--- config.mk ---
export PLATFORM = sky130hd
export DESIGN_NAME = priority_arbiter
export DESIGN_NICKNAME = d
export VERILOG_FILES = /design/src/hdl/mem_geometry_pkg.sv /design/src/hdl/mem_timing_pkg.sv /design/src/hdl/priority_arbiter.sv
export SDC_FILE = /design/constraint.sdc
export NUM_CORES = 1
export LEC_CHECK = 0
export BUFFER_PORTS_ARGS = -buffer_cell sky130_fd_sc_hd__buf_2
export CAP_MARGIN = 20
export CORE_ASPECT_RATIO = 1.1
export CORE_MARGIN = 2
export CORE_UTILIZATION = 38
export CTS_CLUSTER_SIZE = 12
export DETAILED_ROUTE_END_ITERATION = 16
export GPL_ROUTABILITY_DRIVEN = 1
export GPL_TIMING_DRIVEN = 1
export PLACE_DENSITY = 0.78
export SLEW_MARGIN = 30
export SYNTH_ARGS = -nofsm -noshare
export SYNTH_HDL_FRONTEND = slang
export SYNTH_SLANG_ARGS = --single-unit
export TNS_END_PERCENT = 1
--- constraint.sdc ---
create_clock -name clock_bus -period 1.7 [get_ports clock_bus]
set_input_delay 0.085 -clock clock_bus [delete_from_list [all_inputs] [get_ports clock_bus]]
set_output_delay 0.085 -clock clock_bus [all_outputs]
set_load 0.005 [all_outputs]
--- src/hdl/mem_geometry_pkg.sv ---
// Geometry constants of the shared byte memory port
// Address width, data width and default number of client channels

package mem_geometry_pkg;

   // Byte address width, 4 KiB of on-chip memory
   localparam int addr_width = 12;

   // One data item is a byte
   localparam int data_width = 8;

   // Three clients share the memory by default
   localparam int num_channels_default = 3;

endpackage

--- src/hdl/mem_timing_pkg.sv ---
// Timing constants of one memory access
// Access length in cycles and the width of its counter

package mem_timing_pkg;

   // Cycles a single access keeps the arbiter busy
   localparam int access_cycles = 4;

   // Counter width, must hold access_cycles - 1
   localparam int count_width = 3;

endpackage

--- src/hdl/priority_arbiter.sv ---
// Fixed-priority arbiter over the client channels
// Picks the lowest pending index, runs the timed access to the byte memory
// and signals completion with a one-hot done vector and shared read data

`timescale 1ns/10ps

module priority_arbiter #(
   parameter int num_channels  = mem_geometry_pkg::num_channels_default,
   parameter int addr_width    = mem_geometry_pkg::addr_width,
   parameter int data_width    = mem_geometry_pkg::data_width,
   parameter int access_cycles = mem_timing_pkg::access_cycles
) (
   input  logic                             clock_bus,
   input  logic                             rst_n,

   // Channel slots
   input  logic [num_channels-1:0]          pending,
   input  logic [num_channels-1:0]          pend_rnw,
   input  logic [num_channels*addr_width-1:0] pend_addr,
   input  logic [num_channels*data_width-1:0] pend_din,
   output logic [num_channels-1:0]          done,
   output logic [data_width-1:0]            rdata,

   // Byte memory
   output logic                             mem_en,
   output logic                             mem_we,
   output logic [addr_width-1:0]            mem_addr,
   output logic [data_width-1:0]            mem_wdata,
   input  logic [data_width-1:0]            mem_rdata
);

   localparam int sel_width = (num_channels > 1) ? $clog2(num_channels) : 1;

   // FSM encoding
   localparam logic [1:0] st_idle    = 2'd0;
   localparam logic [1:0] st_access  = 2'd1;
   localparam logic [1:0] st_capture = 2'd2;
   localparam logic [1:0] st_finish  = 2'd3;

   localparam logic [mem_timing_pkg::count_width-1:0] last_count =
      mem_timing_pkg::count_width'(access_cycles - 1);

   logic [1:0]                         state;
   logic [mem_timing_pkg::count_width-1:0] count;
   logic [sel_width-1:0]               sel;
   logic [sel_width-1:0]               pick;
   logic                               any_pending;

   //========================================
   // Lowest pending index wins
   //========================================
   always_comb begin
      any_pending = 1'b0;
      pick        = '0;
      for (int i = num_channels - 1; i >= 0; i--) begin
         if (pending[i]) begin
            any_pending = 1'b1;
            pick        = sel_width'(i);
         end
      end
   end

   // Memory strobe on the last access cycle, fields from the chosen slot
   assign mem_en    = (state == st_access) && (count == last_count);
   assign mem_we    = mem_en & ~pend_rnw[sel];
   assign mem_addr  = pend_addr[sel*addr_width +: addr_width];
   assign mem_wdata = pend_din[sel*data_width +: data_width];

   //========================================
   // Access sequencing
   //========================================
   always_ff @(posedge clock_bus) begin
      if (!rst_n) begin
         state <= st_idle;
         count <= '0;
         done  <= '0;
      end else begin
         case (state)
            st_idle: begin
               count <= '0;
               if (any_pending) begin
                  state <= st_access;
               end
            end
            st_access: begin
               if (count == last_count) begin
                  state <= st_capture;
               end else begin
                  count <= count + 1'b1;
               end
            end
            st_capture: begin
               // Read data arrives from the memory in this cycle
               done      <= '0;
               done[sel] <= 1'b1;
               state     <= st_finish;
            end
            default: begin
               // Slot drops pending at the end of this cycle
               done  <= '0;
               state <= st_idle;
            end
         endcase
      end
   end

   // Chosen index and read data
   always_ff @(posedge clock_bus) begin
      if (state == st_idle && any_pending) begin
         sel <= pick;
      end
      if (state == st_capture) begin
         rdata <= mem_rdata;
      end
   end

endmodule

==> results of run 1 <==
[cells by family (layout without fill, tap and decap cells)]
logic type / Yosys count / after routing / synth area share [%]
adder cells (fa/ha/maj): 6 / 6 / 5.88
AO/OA/AOI/OAI: 35 / 35 / 15.8
buffers and inverters: 12 / 127 / 8.63
flip-flops: 18 / 18 / 36.1
multiplexers: 23 / 23 / 18.0
AND/OR/NAND/NOR: 39 / 40 / 15.6
[cell type report]
type	count	area (um^2)
Fill cell	309	1370
Multi-Input combinational cell	104	714
Timing Repair Buffer	119	643
Sequential cell	18	460
Tap cell	36	45.0
Clock buffer	3	22.5
Inverter	4	15.0
Clock inverter	1	3.75
[cell usage in the layout (no fill, tap or decap), types with 2 or more instances in the layout]
cell type / count
ha_1: 6
dfxtp_1: 8
inv_1: 4
o21ai_0: 3
edfxtp_1: 10
clkbuf_4: 3
a21boi_1: 6
buf_2: 108
buf_4: 3
nor2b_1: 2
mux2i_1: 23
nor3b_1: 2
nand2_1: 26
nand2b_1: 2
dlygate4sd3_1: 8
o21ai_1: 23
[worst max-delay path, stage by stage, from the launching register on]
cell and delay [ps]:
edfxtp_1 490, nor2b_2 430, nand2_1 100, o21ai_1 90
buf_2 120
[timing repair]
action / CTS / global route
hold buffers: 8 / 0
endpoints found under the hold margin: 8 / 0
endpoints found under the setup margin: 0 / 11
[metal layers]
metal	part of all wire (%)	global-route usage, %
met1	40	18.8
met2	49	33.7
met3	9.1	4.19
met4	1.5	7.10
met5	0	0
[power groups by stage]
stage / sequential, mW / clock [mW] / combinational, mW
final: 0.646 / 0.212 / 1.35
after global routing: 0.662 / 0.246 / 1.49
after CTS: 0.637 / 0.217 / 1.35
after detailed placement: 0.647 / 0 / 1.33
after global placement: 0.641 / 0 / 1.32
after floorplan: 0.640 / 0 / 0.987
[metrics by stage]
stage / utilization, % / setup WS, ps
detailed placement: 54.6 / 332
floorplan: - / 480
global route: 58.1 / -34.9
global placement: 54.6 / 368
CTS: 57.9 / 64.7
finish: 58.1 / 86.2
[registers in the layout (all words and copies together) (netlist names)]
signal / count
done: 3
rdata: 8
state: 2
count: 3
sel: 2
[worst min-delay path by stage]
stage	cells after the start	slack [ps]	startpoint	endpoint
after floorplan	0	180	mem_rdata[0]	rdata[0]
after global placement	1	260	mem_rdata[1]	rdata[1]
after detailed placement	1	260	mem_rdata[0]	rdata[0]
after CTS	2	100	pending[0]	sel[0]
after global routing	2	80	pending[1]	sel[1]
final	2	110	pending[0]	sel[0]
==> impl_metrics.json, run 1 <==
{
  "synth_top_area_share_pct": 23.5,
  "rr_worst_depth": 5,
  "slew_viol_final": 0,
  "syn_area_mm2": 0.00128,
  "gp_congestion": 0.796,
  "hold_viol_final": 0,
  "clock_power_share_pct": 9.6,
  "rsz0062_at_grt": "true",
  "finClkSkew_ps": 0.989,
  "groute.usage.overall_pct": 18.1,
  "cts_root_buf": "clkbuf_4",
  "routedWlPerCell_um": 12.9,
  "port-buffer-count": 108,
  "drv_cap": 0,
  "dp.cells": 272,
  "endpoint_kind": "output port",
  "initial_utilization_pct": 39.0,
  "cp-start-kind": "register",
  "worstHoldPathType": "in2reg",
  "path_max_fanout": 11,
  "firstDrtPassIters": 4,
  "rrSetupSlack_ps": 310,
  "synthTopCellsByArea": "edfxtp_1, mux2i_1, dfxtp_1",
  "clockBufferDepth": 2,
  "synth-seq-area-share_pct": 36.1,
  "powerDensity_mw_per_mm2": 1160,
  "critical_path_class": "reg2out",
  "fin_cells": 285,
  "syn_nets": 215,
  "p_comb_share_pct": 61.2,
  "post_cts_resized": 0,
  "synth_flop_cell": "edfxtp_1",
  "worstPathRequired_ps": 1620,
  "overflow": 0,
  "critPathLaunch": "sel[1]",
  "placed_area_mm2": 0.00179,
  "postCtsSetupBuffers": 0,
  "leakage_nw": 0.956,
  "worstMarginPinSlew_ps": 460,
  "grt_pass1_wl_um": 5270,
  "async_flop_share_pct": 0,
  "route.detailed.drc": 0,
  "synth.cells.most_frequent": "nand2_1, mux2i_1, o21ai_1, edfxtp_1, dfxtp_1",
  "antenna_left": 0,
  "setup_viol": 0,
  "rows": 22,
  "synth-seq-cells": 18,
  "syn_to_final_growth_pct": 49.2,
  "htree_levels": 1,
  "p_int_mw": 1.30,
  "yosysMostFrequentCell": "nand2_1",
  "die_w_um": 59.3,
  "drive_gt1_share_pct": 48.6,
  "status": "finished clean",
  "fmax_mhz": 620,
  "avgViaCountPerCell": 4.84,
  "cts_buffers": 3,
  "syn_inst": 133,
  "p_sw_mw": 0.906,
  "ys_warn_count": 0,
  "cp.arrival_ps": 1530,
  "grt_max_degree": 24,
  "yosysTopAreaCell": "edfxtp_1",
  "cts_tree": "yes",
  "synth_edf_count": 10,
  "fin_nets": 332,
  "p_total_mw": 2.21,
  "cts.sinks": 18,
  "ir_drop_uv": 722,
  "vias": 1380,
  "drt_iter0_drc": 46,
  "crit_end": "mem_wdata[6]",
  "ios": 109,
  "grt_antenna_before_repair": 0,
  "die-area_mm2": 0.00384,
  "clkTransAtPathRegs_ps": 90,
  "num_antenna_cells": 0,
  "hold-worst-slack_ps": 107,
  "core_mm2": 0.00328,
  "r2r_start": "state[0]",
  "pwr-share-seq_pct": 29.2,
  "slew_headroom_pct": 69.2,
  "stdcell_area_mm2": 0.00190,
  "die_y_um": 64.8,
  "avgSynthCellArea_um2": 9.60,
  "netlist-cell-type-count": 27,
  "clock_latency_ps": 290,
  "r2r-end": "done[0]",
  "drt_wl_total_um": 3680,
  "min_period_ps": 1610,
  "grt_pass1_vias": 1234,
  "p_sw_share_pct": 41.0,
  "final.setup.tns_ps": 0,
  "period_share_pct": 94.9,
  "hpwl_um": 2810
}
Power figures use the tool's default switching activity.
==> inputs of run 2 (changes only) <==
CORE_MARGIN = 1.5   (was 2)
CORE_UTILIZATION = 41   (was 38)
PLACE_DENSITY = 0.83   (was 0.78)
clock period = 2.05 ns   (was 1.7 ns; I/O delays follow)
==> impl_metrics.json, run 2 (synthesis gave the netlist of run 1 again) <==
{
  "grt_pass1_vias": 1271,
  "rsz0062_at_grt": "false",
  "drive_gt1_share_pct": 48.2,
  "seq_area_um2": 460,
  "htree_levels": 1,
  "rr_worst_depth": 5,
  "period_share_pct": 85.2,
  "route.detailed.drc": 0,
  "clkTransAtPathRegs_ps": 100,
  "slew_headroom_pct": 66.3,
  "rrSetupSlack_ps": 610,
  "port-buffer-count": 108,
  "die-area_mm2": 0.00346,
  "cts.sinks": 18,
  "worstPathRequired_ps": 1950,
  "cp.arrival_ps": 1640,
  "crit_path_cell_trace": "buf_4 -> mux2i_1 -> o211a_1 -> buf_2",
  "cts_root_buf": "clkbuf_4",
  "hold_path_depth": 2,
  "drt_wl_total_um": 3550,
  "drv_cap": 0,
  "die_y_um": 61.5,
  "die_w_um": 56.2,
  "drt_iter0_drc": 60,
  "r2r-end": "done[0]",
  "worstHoldPathType": "in2reg",
  "endpoint_kind": "output port",
  "multi_input_area_um2": 706,
  "setup_viol": 0,
  "finClkSkew_ps": 2.17,
  "min_from": "pending[0]",
  "status": "finished clean",
  "core_mm2": 0.00300,
  "firstDrtPassIters": 4,
  "num_antenna_cells": 0,
  "largest_register": "rdata",
  "leakage_nw": 0.948,
  "cp-start-kind": "register",
  "path_max_fanout": 20,
  "critical_path_class": "reg2out",
  "stdcell_area_mm2": 0.00189,
  "grt_antenna_before_repair": 0,
  "fin_nets": 330,
  "final.setup.tns_ps": 0,
  "postCtsSetupBuffers": 0,
  "largestRegisters": "rdata (8), count (3), done (3)",
  "grt_pass1_wl_um": 5400,
  "initial_utilization_pct": 42.6,
  "min_period_ps": 1750,
  "mostFrequentLayoutCell": "buf_2",
  "routedWlPerCell_um": 12.6,
  "placed_area_mm2": 0.00178,
  "slowest_delay_ps": 490,
  "hold_viol_final": 0,
  "hpwl_um": 2770,
  "avgViaCountPerCell": 4.95,
  "cts_tree": "yes",
  "n_fill_cell": 279,
  "hold-worst-slack_ps": 119,
  "vias": 1392,
  "worstHoldEndpoint": "sel[0]",
  "overflow": 0,
  "layout_common_cells": "buf_2, nand2_1, mux2i_1, o21ai_1, edfxtp_1",
  "groute.usage.overall_pct": 19.7,
  "slew_viol_final": 0,
  "ios": 109,
  "clockBufferDepth": 2,
  "largest_reg_flops": 8,
  "rows": 21,
  "syn_to_final_growth_pct": 47.7,
  "powerDensity_mw_per_mm2": 954,
  "slowest_stage": "edfxtp_1",
  "gp_congestion": 0.803,
  "grt_max_degree": 24,
  "r2r_start": "state[0]",
  "antenna_left": 0,
  "worstMarginPinSlew_ps": 506,
  "cts_buffers": 3,
  "ir_drop_uv": 774,
  "fmax_mhz": 573,
  "clock_latency_ps": 290
}
[run 2: worst max-delay path, delay by kind of cell, from the launching register on]
family                 cells  cell delay [ps]
DFF                        1              490
AOI/OAI and AO/OA          1              150
buffers and inverters      2              480
muxes                      1              230
[run 2: what timing repair did]
item                      CTS  global route
gates resized for setup     0             0
hold buffers                8             0
hold endpoints to repair    8             0
[run 2: how the worst max path moves through the flow]
stage / start / to / slack [ps] / cells after the start
finish: sel[1] / mem_we / 300 / 4
global route: sel[1] / mem_we / 170 / 4
CTS: sel[1] / mem_we / 280 / 4
detailed placement: sel[1] / mem_we / 610 / 4
global placement: sel[1] / mem_we / 650 / 4
floorplan: state[0] / done[0] / 830 / 5
[run 2: layout make-up]
cell class | count | area share [%]
multi-input cells | 103 | 37.4
repair buffers | 118 | 33.7
flip-flops and latches | 18 | 24.4
well taps | 34 | 2.26
clock buffers | 3 | 1.19
inverters | 4 | 0.796
clock inverters | 1 | 0.199
[run 2: metal layers]
layer  routed length, um  GRT usage [%]
met1                1360           20.9
met2                1820           37.6
met3                 308           5.67
met4                  60           7.48
met5                   0              0
[run 2: power by group]
part	internal, mW	switching [mW]	total [mW]
Combinational	0.514	0.571	1.08
Sequential	0.481	0.0558	0.536
Clock	0.0707	0.107	0.178
Total	1.06	0.734	1.80
[run 2: stage by stage]
| stage | worst slack [ps] | util [%] | total power, mW | cells |
|---|---|---|---|---|
| 2_1_floorplan | 830 | - | 1.35 | 133 |
| 3_3_place_gp | 646 | 59.4 | 1.61 | 269 |
| 3_5_place_dp | 614 | 59.4 | 1.63 | 269 |
| 4_1_cts | 283 | 62.9 | 1.81 | 281 |
| 5_1_grt | 173 | 62.9 | 1.95 | 281 |
| 6_report | 303 | 62.9 | 1.80 | 281 |
