<file path="src/hdl/mem_geometry_pkg.sv">
// Geometry constants of the shared byte memory port
// Address width, data width and default number of client channels

package mem_geometry_pkg;

   // Byte address width, 4 KiB of on-chip memory
   localparam int addr_width = 12;

   // One data item is a byte
   localparam int data_width = 8;

   // Three clients share the memory by default
   localparam int num_channels_default = 3;

endpackage

</file>
<file path="src/hdl/channel_slot.sv">
// Client request channel
// Holds one pending access and returns a ready pulse with read data

`timescale 1ns/10ps

module channel_slot #(
   parameter int addr_width = mem_geometry_pkg::addr_width,
   parameter int data_width = mem_geometry_pkg::data_width
) (
   input  logic                  clock_bus,
   input  logic                  rst_n,

   // Client side
   input  logic                  req,
   input  logic                  rnw,
   input  logic [addr_width-1:0] addr,
   input  logic [data_width-1:0] din,
   output logic                  ready,
   output logic [data_width-1:0] dout,

   // Arbiter side
   output logic                  pending,
   output logic                  pend_rnw,
   output logic [addr_width-1:0] pend_addr,
   output logic [data_width-1:0] pend_din,
   input  logic                  done,
   input  logic [data_width-1:0] rdata
);

   logic accept;

   // A request is only taken while the slot is free
   assign accept = req & ~pending;

   //========================================
   // Control state
   //========================================
   always_ff @(posedge clock_bus) begin
      if (!rst_n) begin
         pending <= 1'b0;
         ready   <= 1'b0;
      end else begin
         // Ready follows the arbiter's done by one cycle
         ready <= done;
         if (done) begin
            pending <= 1'b0;
         end else if (accept) begin
            pending <= 1'b1;
         end
      end
   end

   //========================================
   // Held request and returned data
   //========================================
   always_ff @(posedge clock_bus) begin
      if (accept) begin
         pend_rnw  <= rnw;
         pend_addr <= addr;
         pend_din  <= din;
      end
      // Writes leave dout untouched
      if (done && pend_rnw) begin
         dout <= rdata;
      end
   end

endmodule

</file>
<file path="config.mk">
export PLATFORM = sky130hd
export DESIGN_NAME = channel_slot
export DESIGN_NICKNAME = d
export VERILOG_FILES = /design/src/hdl/mem_geometry_pkg.sv /design/src/hdl/channel_slot.sv
export SDC_FILE = /design/constraint.sdc
export NUM_CORES = 1
export LEC_CHECK = 0
export BUFFER_PORTS_ARGS = -buffer_cell sky130_fd_sc_hd__buf_2
export CAP_MARGIN = 20
export CELL_PAD_IN_SITES_DETAIL_PLACEMENT = 0
export CELL_PAD_IN_SITES_GLOBAL_PLACEMENT = 2
export CORE_MARGIN = 4
export CORE_UTILIZATION = 27
export CTS_BUF_LIST = sky130_fd_sc_hd__clkbuf_4
export CTS_CLUSTER_SIZE = 24
export DETAILED_ROUTE_END_ITERATION = 8
export PLACE_DENSITY_LB_ADDON = 0.1
export SYNTH_ARGS = -nofsm -noshare
export SYNTH_HDL_FRONTEND = slang
export SYNTH_SLANG_ARGS = --single-unit
</file>
<file path="constraint.sdc">
create_clock -name clock_bus -period 1.8 [get_ports clock_bus]
set_clock_uncertainty 0.2 [all_clocks]
set_input_delay 0.27 -clock clock_bus [delete_from_list [all_inputs] [get_ports clock_bus]]
set_output_delay 0.27 -clock clock_bus [all_outputs]
set_load 0.05 [all_outputs]
</file>
==> impl_metrics.csv, run 1 <==
group,metric,value,unit
floorplanning,die_w,67.3,um
clock_network,clkLatencyLatePin,0.32,ns
global_routing,grt_pass1_wl,3.17,mm
route,drc,0,
sta,rsz0062_at_grt,"no",
run,drv_cap,0,
clock_network,cts_buffer_depth,2,
placed_design,port_buffers,63,
sta,fin_ws,0.214,ns
route,firstDrtPassIters,3,
yosys,ys_ff_latch,31,
layout,fin_util,51.1,%
yosys,syn_area_per_cell,26.3,um^2
floorplanning,rows,21,
critical_path,end_kind,"flip-flop",
layout,area_growth,81.1,%
sta,finalSetupViolations,0,
sta,tns,0,ns
floorplanning,initial_core_util,28.2,%
power,pwr-share-comb,16.8,%
route,ant_nets,0,
power,switching_power,409,uW
floorplanning,die_y,67.3,um
clock_network,cts_resized,0,
critical_path,critPathArrivalTime,1.60,ns
critical_path,cp_max_fo,2,
floorplanning,die_area,4520,um^2
global_routing,grt_max_degree,22,
placed_design,place_hpwl,1.53,mm
sta,slew_viol_final,0,
sta,whs,0.429,ns
clock_network,clkTransAtPathRegs,0.09,ns
clock_network,cts_buffers,5,
route,wirelength,2.14,mm
critical_path,start_kind,"input pin",
yosys,synth_nets,69,
clock_network,cts-root-buf,"clkbuf_4",
layout,drive_gt1_share,51.8,%
critical_path,critPathRequiredTime,1.82,ns
placed_design,dp_slack,0.392,ns
yosys,ys_warn_count,0,
clock_network,htreeDepth,2,
floorplanning,ios,64,
layout,nNetsFinal,171,
power,power_density,945,nW/um^2
worst_hold_path,hold_class,"in2reg",
sta,worst_pin_slew,0.462,ns
power,seq_power_share,51.8,%
layout,nFillCells,318,
yosys,syn-instance-count,36,
sta,hold_violations,0,
status,outcome,"complete, no violations",
sta,period_needed,1.59,ns
power,p_leak,0.000738,uW
yosys,synth_cell_types,6,
sta,relSlewSlack,69.2,%
sta,min_period_over_period,88.1,%
global_routing,grtUsageTotal,10.1,%
floorplanning,core,3360,um^2
global_routing,antenna_found_initial,0,
power,vdd_drop_max,0.501,mV
sta,fmax,0.631,GHz
yosys,yosysSeqAreaShare,96.0,%
worst_hold_path,min_from,"req",
power,power,1620,uW
critical_path,startpoint,"rst_n",
clock_network,clock-sinks,31,
route,route.detailed.wl_per_inst,11.6,um
power,p_sw_share,25.2,%
yosys,syn_area,948,um^2
power,p_int,1210,uW
clock_network,cts_tree,"done",
critical_path,critPathKind,"in2reg",
route,routed_via_density,3.84,
placed_design,finalWeightedCongestion,0.739,
route,first_iter_violations,9,
global_routing,grt_pass1_vias,714,
global_routing,overflow,0,
layout,n_antenna_cell,0,
route,vias,710,
power,p_clk_share,31.4,%
critical_path,r2r-start,"pending",
## registers in the layout (all words and copies together) (netlist names)
register   cells
pend_din       8
pend_rnw       1
pending        1
pend_addr     12
dout           8
ready          1
## layer usage
layer  share of wire [%]  vias to the layer above  track usage (%)
met2                  48                       40             15.5
met5                   0                        -                0
met1                  39                      320             10.6
met3                  11                        7             5.99
li1                    -                      343                -
met4                 2.1                        0             6.33
## kinds of logic (layout without fill, tap and decap cells)
kind of cell	Yosys count	in the layout	synth area share, %
buffers and inverters	0	103	0
AND/OR/NAND/NOR	5	5	3.96
flip-flops	31	31	96.0
## final timing paths
path	end	slack [ns]	cells past startpoint
max	pending	0.21	4
min	pend_addr[2]	0.43	2
max reg2reg	pend_addr[1]	0.41	1
min reg2reg	dout[7]	0.66	1
## placed cells by master (no fill, tap or decap), drive strengths merged
| master | synthesis | final |
|---|---|---|
| and2b | 1 | 1 |
| and2 | 2 | 2 |
| clkinv | 0 | 2 |
| buf | 0 | 63 |
| edfxtp | 29 | 29 |
| nor3b | 1 | 1 |
| clkbuf | 0 | 5 |
| bufinv | 0 | 1 |
| dfxtp | 2 | 2 |
| dlygate4sd3 | 0 | 32 |
| nor2 | 1 | 1 |
## synth_stat cells
master | instances | share of area, %
edfxtp_1 | 29 | 92
dfxtp_1 | 2 | 4.2
and2_1 | 2 | 1.3
and2b_2 | 1 | 0.92
nor2_1 | 1 | 0.40
nor3b_2 | 1 | 1.3
## power by group through the flow
stage / Combinational, uW / Sequential (uW) / Clock (uW)
floorplan: 15.6 / 992 / 0
global placement: 222 / 857 / 0
detailed placement: 223 / 858 / 0
CTS: 277 / 842 / 531
global route: 289 / 845 / 564
finish: 274 / 841 / 509
## worst max-delay path, stage by stage
cell	delay (ns)
dlygate4sd3_1	0.53
buf_2	0.12
nor3b_2	0.14
dlygate4sd3_1	0.55
## cell type report
cell class	count	area (um^2)	area share, %
well taps	46	57.6	3.35
clock inverters	3	38.8	2.26
clock buffers	5	37.5	2.18
repair buffers	95	636	37.0
multi-input cells	5	37.5	2.18
flip-flops and latches	31	911	53.0
## repair_timing
action	CTS	global route
endpoints found under the hold margin	31	0
setup buffers	0	0
endpoints found under the setup margin	0	0
hold buffers	32	0
## stage by stage
step	std cells	instance area (um^2)
after floorplan	36	948
after global placement	145	1320
after detailed placement	145	1320
after CTS	185	1720
after global routing	185	1720
final	185	1720
Note: power is estimated with default switching activity, not from simulation.
==> run 2, diff against run 1 <==
--- a/config.mk
+++ b/config.mk
@@ -9,10 +9,11 @@
 export CAP_MARGIN = 20
 export CELL_PAD_IN_SITES_DETAIL_PLACEMENT = 0
 export CELL_PAD_IN_SITES_GLOBAL_PLACEMENT = 2
+export CORE_ASPECT_RATIO = 2
 export CORE_MARGIN = 4
 export CORE_UTILIZATION = 27
 export CTS_BUF_LIST = sky130_fd_sc_hd__clkbuf_4
-export CTS_CLUSTER_SIZE = 24
+export CTS_CLUSTER_SIZE = 10
 export DETAILED_ROUTE_END_ITERATION = 8
 export PLACE_DENSITY_LB_ADDON = 0.1
 export SYNTH_ARGS = -nofsm -noshare
==> impl_metrics.csv, run 2 (synthesized netlist as in run 1, its figures left out) <==
group,metric,value,unit
status,outcome,"complete, no violations",
sta,fmax,0.627,GHz
global_routing,use_met2,18.9,%
global_routing,grt_max_degree,22,
global_routing,use_met1,8.47,%
layout,drive_gt1_share,51.8,%
layout,nNetsFinal,171,
floorplanning,initial_core_util,28.1,%
floorplanning,die_area,4580,um^2
floorplanning,die_w,49.9,um
clock_network,cts-root-buf,"clkbuf_4",
route,ant_nets,0,
clock_network,postCtsHoldBufs,32,
sta,min_period_over_period,88.6,%
critical_path,crit_slowest_cell,"dlygate4sd3_1",
critical_path,start_kind,"input pin",
sta,period_needed,1.60,ns
sta,relSlewSlack,68.6,%
clock_network,clkTransAtPathRegs,0.09,ns
clock_network,htreeDepth,2,
route,route.detailed.wl_per_inst,13.0,um
power,pwr-share-comb,18.7,%
global_routing,antenna_found_initial,0,
floorplanning,rows,30,
power,p_int,1080,uW
layout,top_register,"pend_addr",
global_routing,use_met3,6.50,%
global_routing,grt_pass1_vias,809,
power,seq_power_share,57.4,%
power,p_sw_share,26.1,%
floorplanning,core,3380,um^2
layout,top_regs,"pend_addr x12, dout x8, pend_din x8",
layout,n_antenna_cell,0,
placed_design,dp.cells,131,
sta,slew_viol_final,0,
clock_network,post_cts_buffers,0,
route,routed_via_density,4.25,
route,wirelength,2.19,mm
critical_path,end_kind,"flip-flop",
power,p_clk_share,23.9,%
placed_design,place_hpwl,1.62,mm
global_routing,grtUsageTotal,10.8,%
route,firstDrtPassIters,2,
power,p_leak,0.000723,uW
critical_path,critPathKind,"in2reg",
clock_network,cts_tree,"done",
critical_path,cp_max_fo,2,
clock_network,clock-sinks,31,
power,vdd_drop_max,0.543,mV
floorplanning,die_y,91.8,um
clock_network,cts_resized,0,
power,switching_power,383,uW
placed_design,finalWeightedCongestion,0.684,
layout,fin_cells,169,
sta,tns,0,ns
layout,mostFrequentLayoutCells,"63 x buf_2, 32 x dlygate4sd3_1, 29 x edfxtp_1",
power,power_density,878,nW/um^2
placed_design,port_buffers,63,
sta,rsz0062_at_grt,"no",
route,drc,0,
sta,hold_violations,0,
route,first_iter_violations,3,
critical_path,critPathArrivalTime,1.60,ns
layout,largest_reg_flops,12,
layout,final_common_cell,"buf_2",
global_routing,grt_pass1_wl,3.59,mm
clock_network,cts_buffer_depth,2,
critical_path,critPathRequiredTime,1.81,ns
floorplanning,ios,64,
global_routing,overflow,0,
route,vias,718,
power,power,1470,uW
layout,area_growth,76.0,%
sta,finalSetupViolations,0,
global_routing,grt_busiest_layer,"met2",
clock_network,cts_buffers,5,
worst_hold_path,hold_class,"in2reg",
critical_path,crit_top_cell,"dlygate4sd3_1",
run,drv_cap,0,
clock_network,clkLatencyLatePin,0.31,ns
critical_path,path_cells,"dlygate4sd3_1, buf_2, nor3b_2, dlygate4sd3_1",
sta,worst_pin_slew,0.470,ns
critical_path,cp_slowest_stage_delay,0.54,ns
-- run 2: cell count changes in the layout (fill, tap and decap cells not counted) --
cell	before	now
clkbuf_4	5	6
clkinv_1	1	0
clkinv_2	1	0
bufinv_16	1	0
-- run 2: cell type report --
class | count | area (um^2)
clock buffer | 6 | 45.0
fill | 302 | 1710
multi-input combinational | 5 | 37.5
sequential | 31 | 911
tap | 32 | 40.0
timing repair buffer | 95 | 636
-- run 2: final timing paths --
check / startpoint / endpoint / slack (ns) / depth (start not counted)
setup / recovery: rst_n / pending / 0.20 / 4
hold / removal: req / pend_rnw / 0.44 / 2
setup reg to reg: pending / pend_din[0] / 0.39 / 1
hold reg to reg: pend_rnw / dout[4] / 0.68 / 1
-- run 2: per-stage QoR --
stage               setup slack (ns)  utilization, %  hold slack [ns]  instance area (um^2)
floorplan                      0.275               -            0.140                   948
global placement               0.430            38.6            0.247                  1300
detailed placement             0.406            38.6            0.248                  1300
CTS                            0.218            49.4            0.436                  1670
global route                   0.196            49.4            0.438                  1670
finish                         0.204            49.4            0.443                  1670
-- run 2: power by group through the flow --
stage	Combinational [uW]	Clock, uW	Sequential [uW]
6_report	274	350	841
5_1_grt	291	400	845
4_1_cts	277	366	841
3_5_place_dp	223	0	858
3_3_place_gp	221	0	857
2_1_floorplan	15.6	0	992
-- run 2: routing by layer --
metal | wire (um) | part of all wire (%)
met1 | 614 | 28
met2 | 1230 | 56
met3 | 287 | 13
met4 | 57 | 2.6
met5 | 0 | 0
-- run 2: worst max-delay path, delay by kind of cell --
family	cells	cell delay, ns
buf+inv	3	1.19
simple gates	1	0.14
==> run 3, diff against run 2 <==
--- a/config.mk
+++ b/config.mk
@@ -15,6 +15,7 @@
 export CTS_BUF_LIST = sky130_fd_sc_hd__clkbuf_4
 export CTS_CLUSTER_SIZE = 10
 export DETAILED_ROUTE_END_ITERATION = 8
+export MAX_ROUTING_LAYER = met4
 export PLACE_DENSITY_LB_ADDON = 0.1
 export SYNTH_ARGS = -nofsm -noshare
 export SYNTH_HDL_FRONTEND = slang
==> impl_metrics.csv, run 3 (synthesized netlist as in run 1, its figures left out) <==
group,metric,value,unit
status,outcome,"complete, no violations",
clock_network,clock-sinks,31,
power,p_leak,0.000723,uW
sta,worst_pin_slew,0.470,ns
floorplanning,rows,30,
layout,largest_reg_flops,12,
layout,nNetsFinal,171,
route,routed_via_density,4.25,
layout,top_regs,"pend_addr x12, dout x8, pend_din x8",
floorplanning,die_y,91.8,um
placed_design,port_buffers,63,
sta,period_needed,1.60,ns
critical_path,crit_slowest_cell,"dlygate4sd3_1",
sta,relSlewSlack,68.7,%
clock_network,cts_buffers,5,
layout,nFillCells,302,
critical_path,critPathArrivalTime,1.60,ns
floorplanning,core,3380,um^2
sta,finalSetupViolations,0,
sta,rsz0062_at_grt,"no",
critical_path,start_kind,"input pin",
route,ant_nets,0,
critical_path,end_kind,"flip-flop",
power,power,1470,uW
critical_path,crit_top_cell,"dlygate4sd3_1",
clock_network,cts_tree,"done",
sta,hold_violations,0,
route,firstDrtPassIters,2,
critical_path,cp_max_fo,2,
layout,fin_util,49.4,%
sta,tns,0,ns
critical_path,cp_slowest_stage_delay,0.54,ns
layout,area_growth,76.0,%
global_routing,grt_pass1_vias,808,
worst_hold_path,hold_class,"in2reg",
layout,mostFrequentLayoutCells,"63 x buf_2, 32 x dlygate4sd3_1, 29 x edfxtp_1",
critical_path,path_cells,"dlygate4sd3_1, buf_2, nor3b_2, dlygate4sd3_1",
route,drc,0,
sta,whs,0.442,ns
sta,slew_viol_final,0,
run,drv_cap,0,
power,vdd_drop_max,0.550,mV
layout,postLayoutCellArea,1670,um^2
placed_design,placed_cell_area,1300,um^2
global_routing,grt_max_degree,22,
critical_path,critPathRequiredTime,1.81,ns
floorplanning,die_w,49.9,um
clock_network,cts-root-buf,"clkbuf_4",
clock_network,clkLatencyLatePin,0.31,ns
clock_network,clkTransAtPathRegs,0.09,ns
floorplanning,initial_core_util,28.1,%
layout,drive_gt1_share,51.8,%
critical_path,critPathKind,"in2reg",
placed_design,finalWeightedCongestion,0.692,
global_routing,grtUsageTotal,11.0,%
sta,min_period_over_period,88.7,%
layout,final_common_cell,"buf_2",
clock_network,cts_buffer_depth,2,
clock_network,htreeDepth,2,
layout,n_antenna_cell,0,
clock_network,cts_resized,0,
global_routing,overflow,0,
clock_network,post_cts_buffers,0,
placed_design,place_hpwl,1.62,mm
floorplanning,ios,64,
global_routing,antenna_found_initial,0,
sta,fmax,0.627,GHz
global_routing,grt_pass1_wl,3.58,mm
route,route.detailed.wl_per_inst,12.9,um
layout,top_register,"pend_addr",
route,vias,718,
route,wirelength,2.18,mm
route,first_iter_violations,22,
floorplanning,die_area,4580,um^2
power,power_density,880,nW/um^2
[run 3: cell counts in the layout (fill, tap and decap cells not counted)]
Identical to the previous run, type by type.
[run 3: power by group]
group / switching, uW / internal (uW) / total (uW)
Clock: 199 / 154 / 352
Sequential: 8.49 / 832 / 841
Combinational: 178 / 96.5 / 275
Total: 385 / 1080 / 1470
[run 3: area by class of cell]
type                       count  area [um^2]  share of cell area, %
timing repair buffer          95          636                   38.1
tap                           32         40.0                   2.40
sequential                    31          911                   54.6
clock buffer                   6         45.0                   2.70
multi-input combinational      5         37.5                   2.25
[run 3: timing repair]
action / 4_1_cts / 5_1_grt
hold buffers: 32 / 0
setup endpoints to repair: 0 / 0
hold endpoints to repair: 31 / 0
[run 3: worst max-delay path: cells and delay by family]
kind / cells / cell delay, ns
simple gates: 1 / 0.14
buf+inv: 3 / 1.19
[run 3: metrics by stage]
stage,std cells,worst slack (ns)
2_1_floorplan,36,0.275
3_3_place_gp,131,0.430
3_5_place_dp,131,0.406
4_1_cts,169,0.218
5_1_grt,169,0.196
6_report,169,0.204
[run 3: worst paths after layout]
path              startpoint     endpoint  slack, ns  cells past startpoint
setup reg to reg     pending  pend_din[0]       0.38                      1
hold / removal           req     pend_rnw       0.44                      2
setup / recovery       rst_n      pending       0.20                      4
hold reg to reg     pend_rnw      dout[4]       0.68                      1
[run 3: layer usage]
metal	share of wire, %	routed length [um]	GRT usage, %	vias to the layer above
met3	10	228	4.88	5
li1	-	-	-	342
met1	30	661	9.31	326
met4	2.6	57	6.93	0
met5	0	0	-	-
met2	57	1230	19.0	45
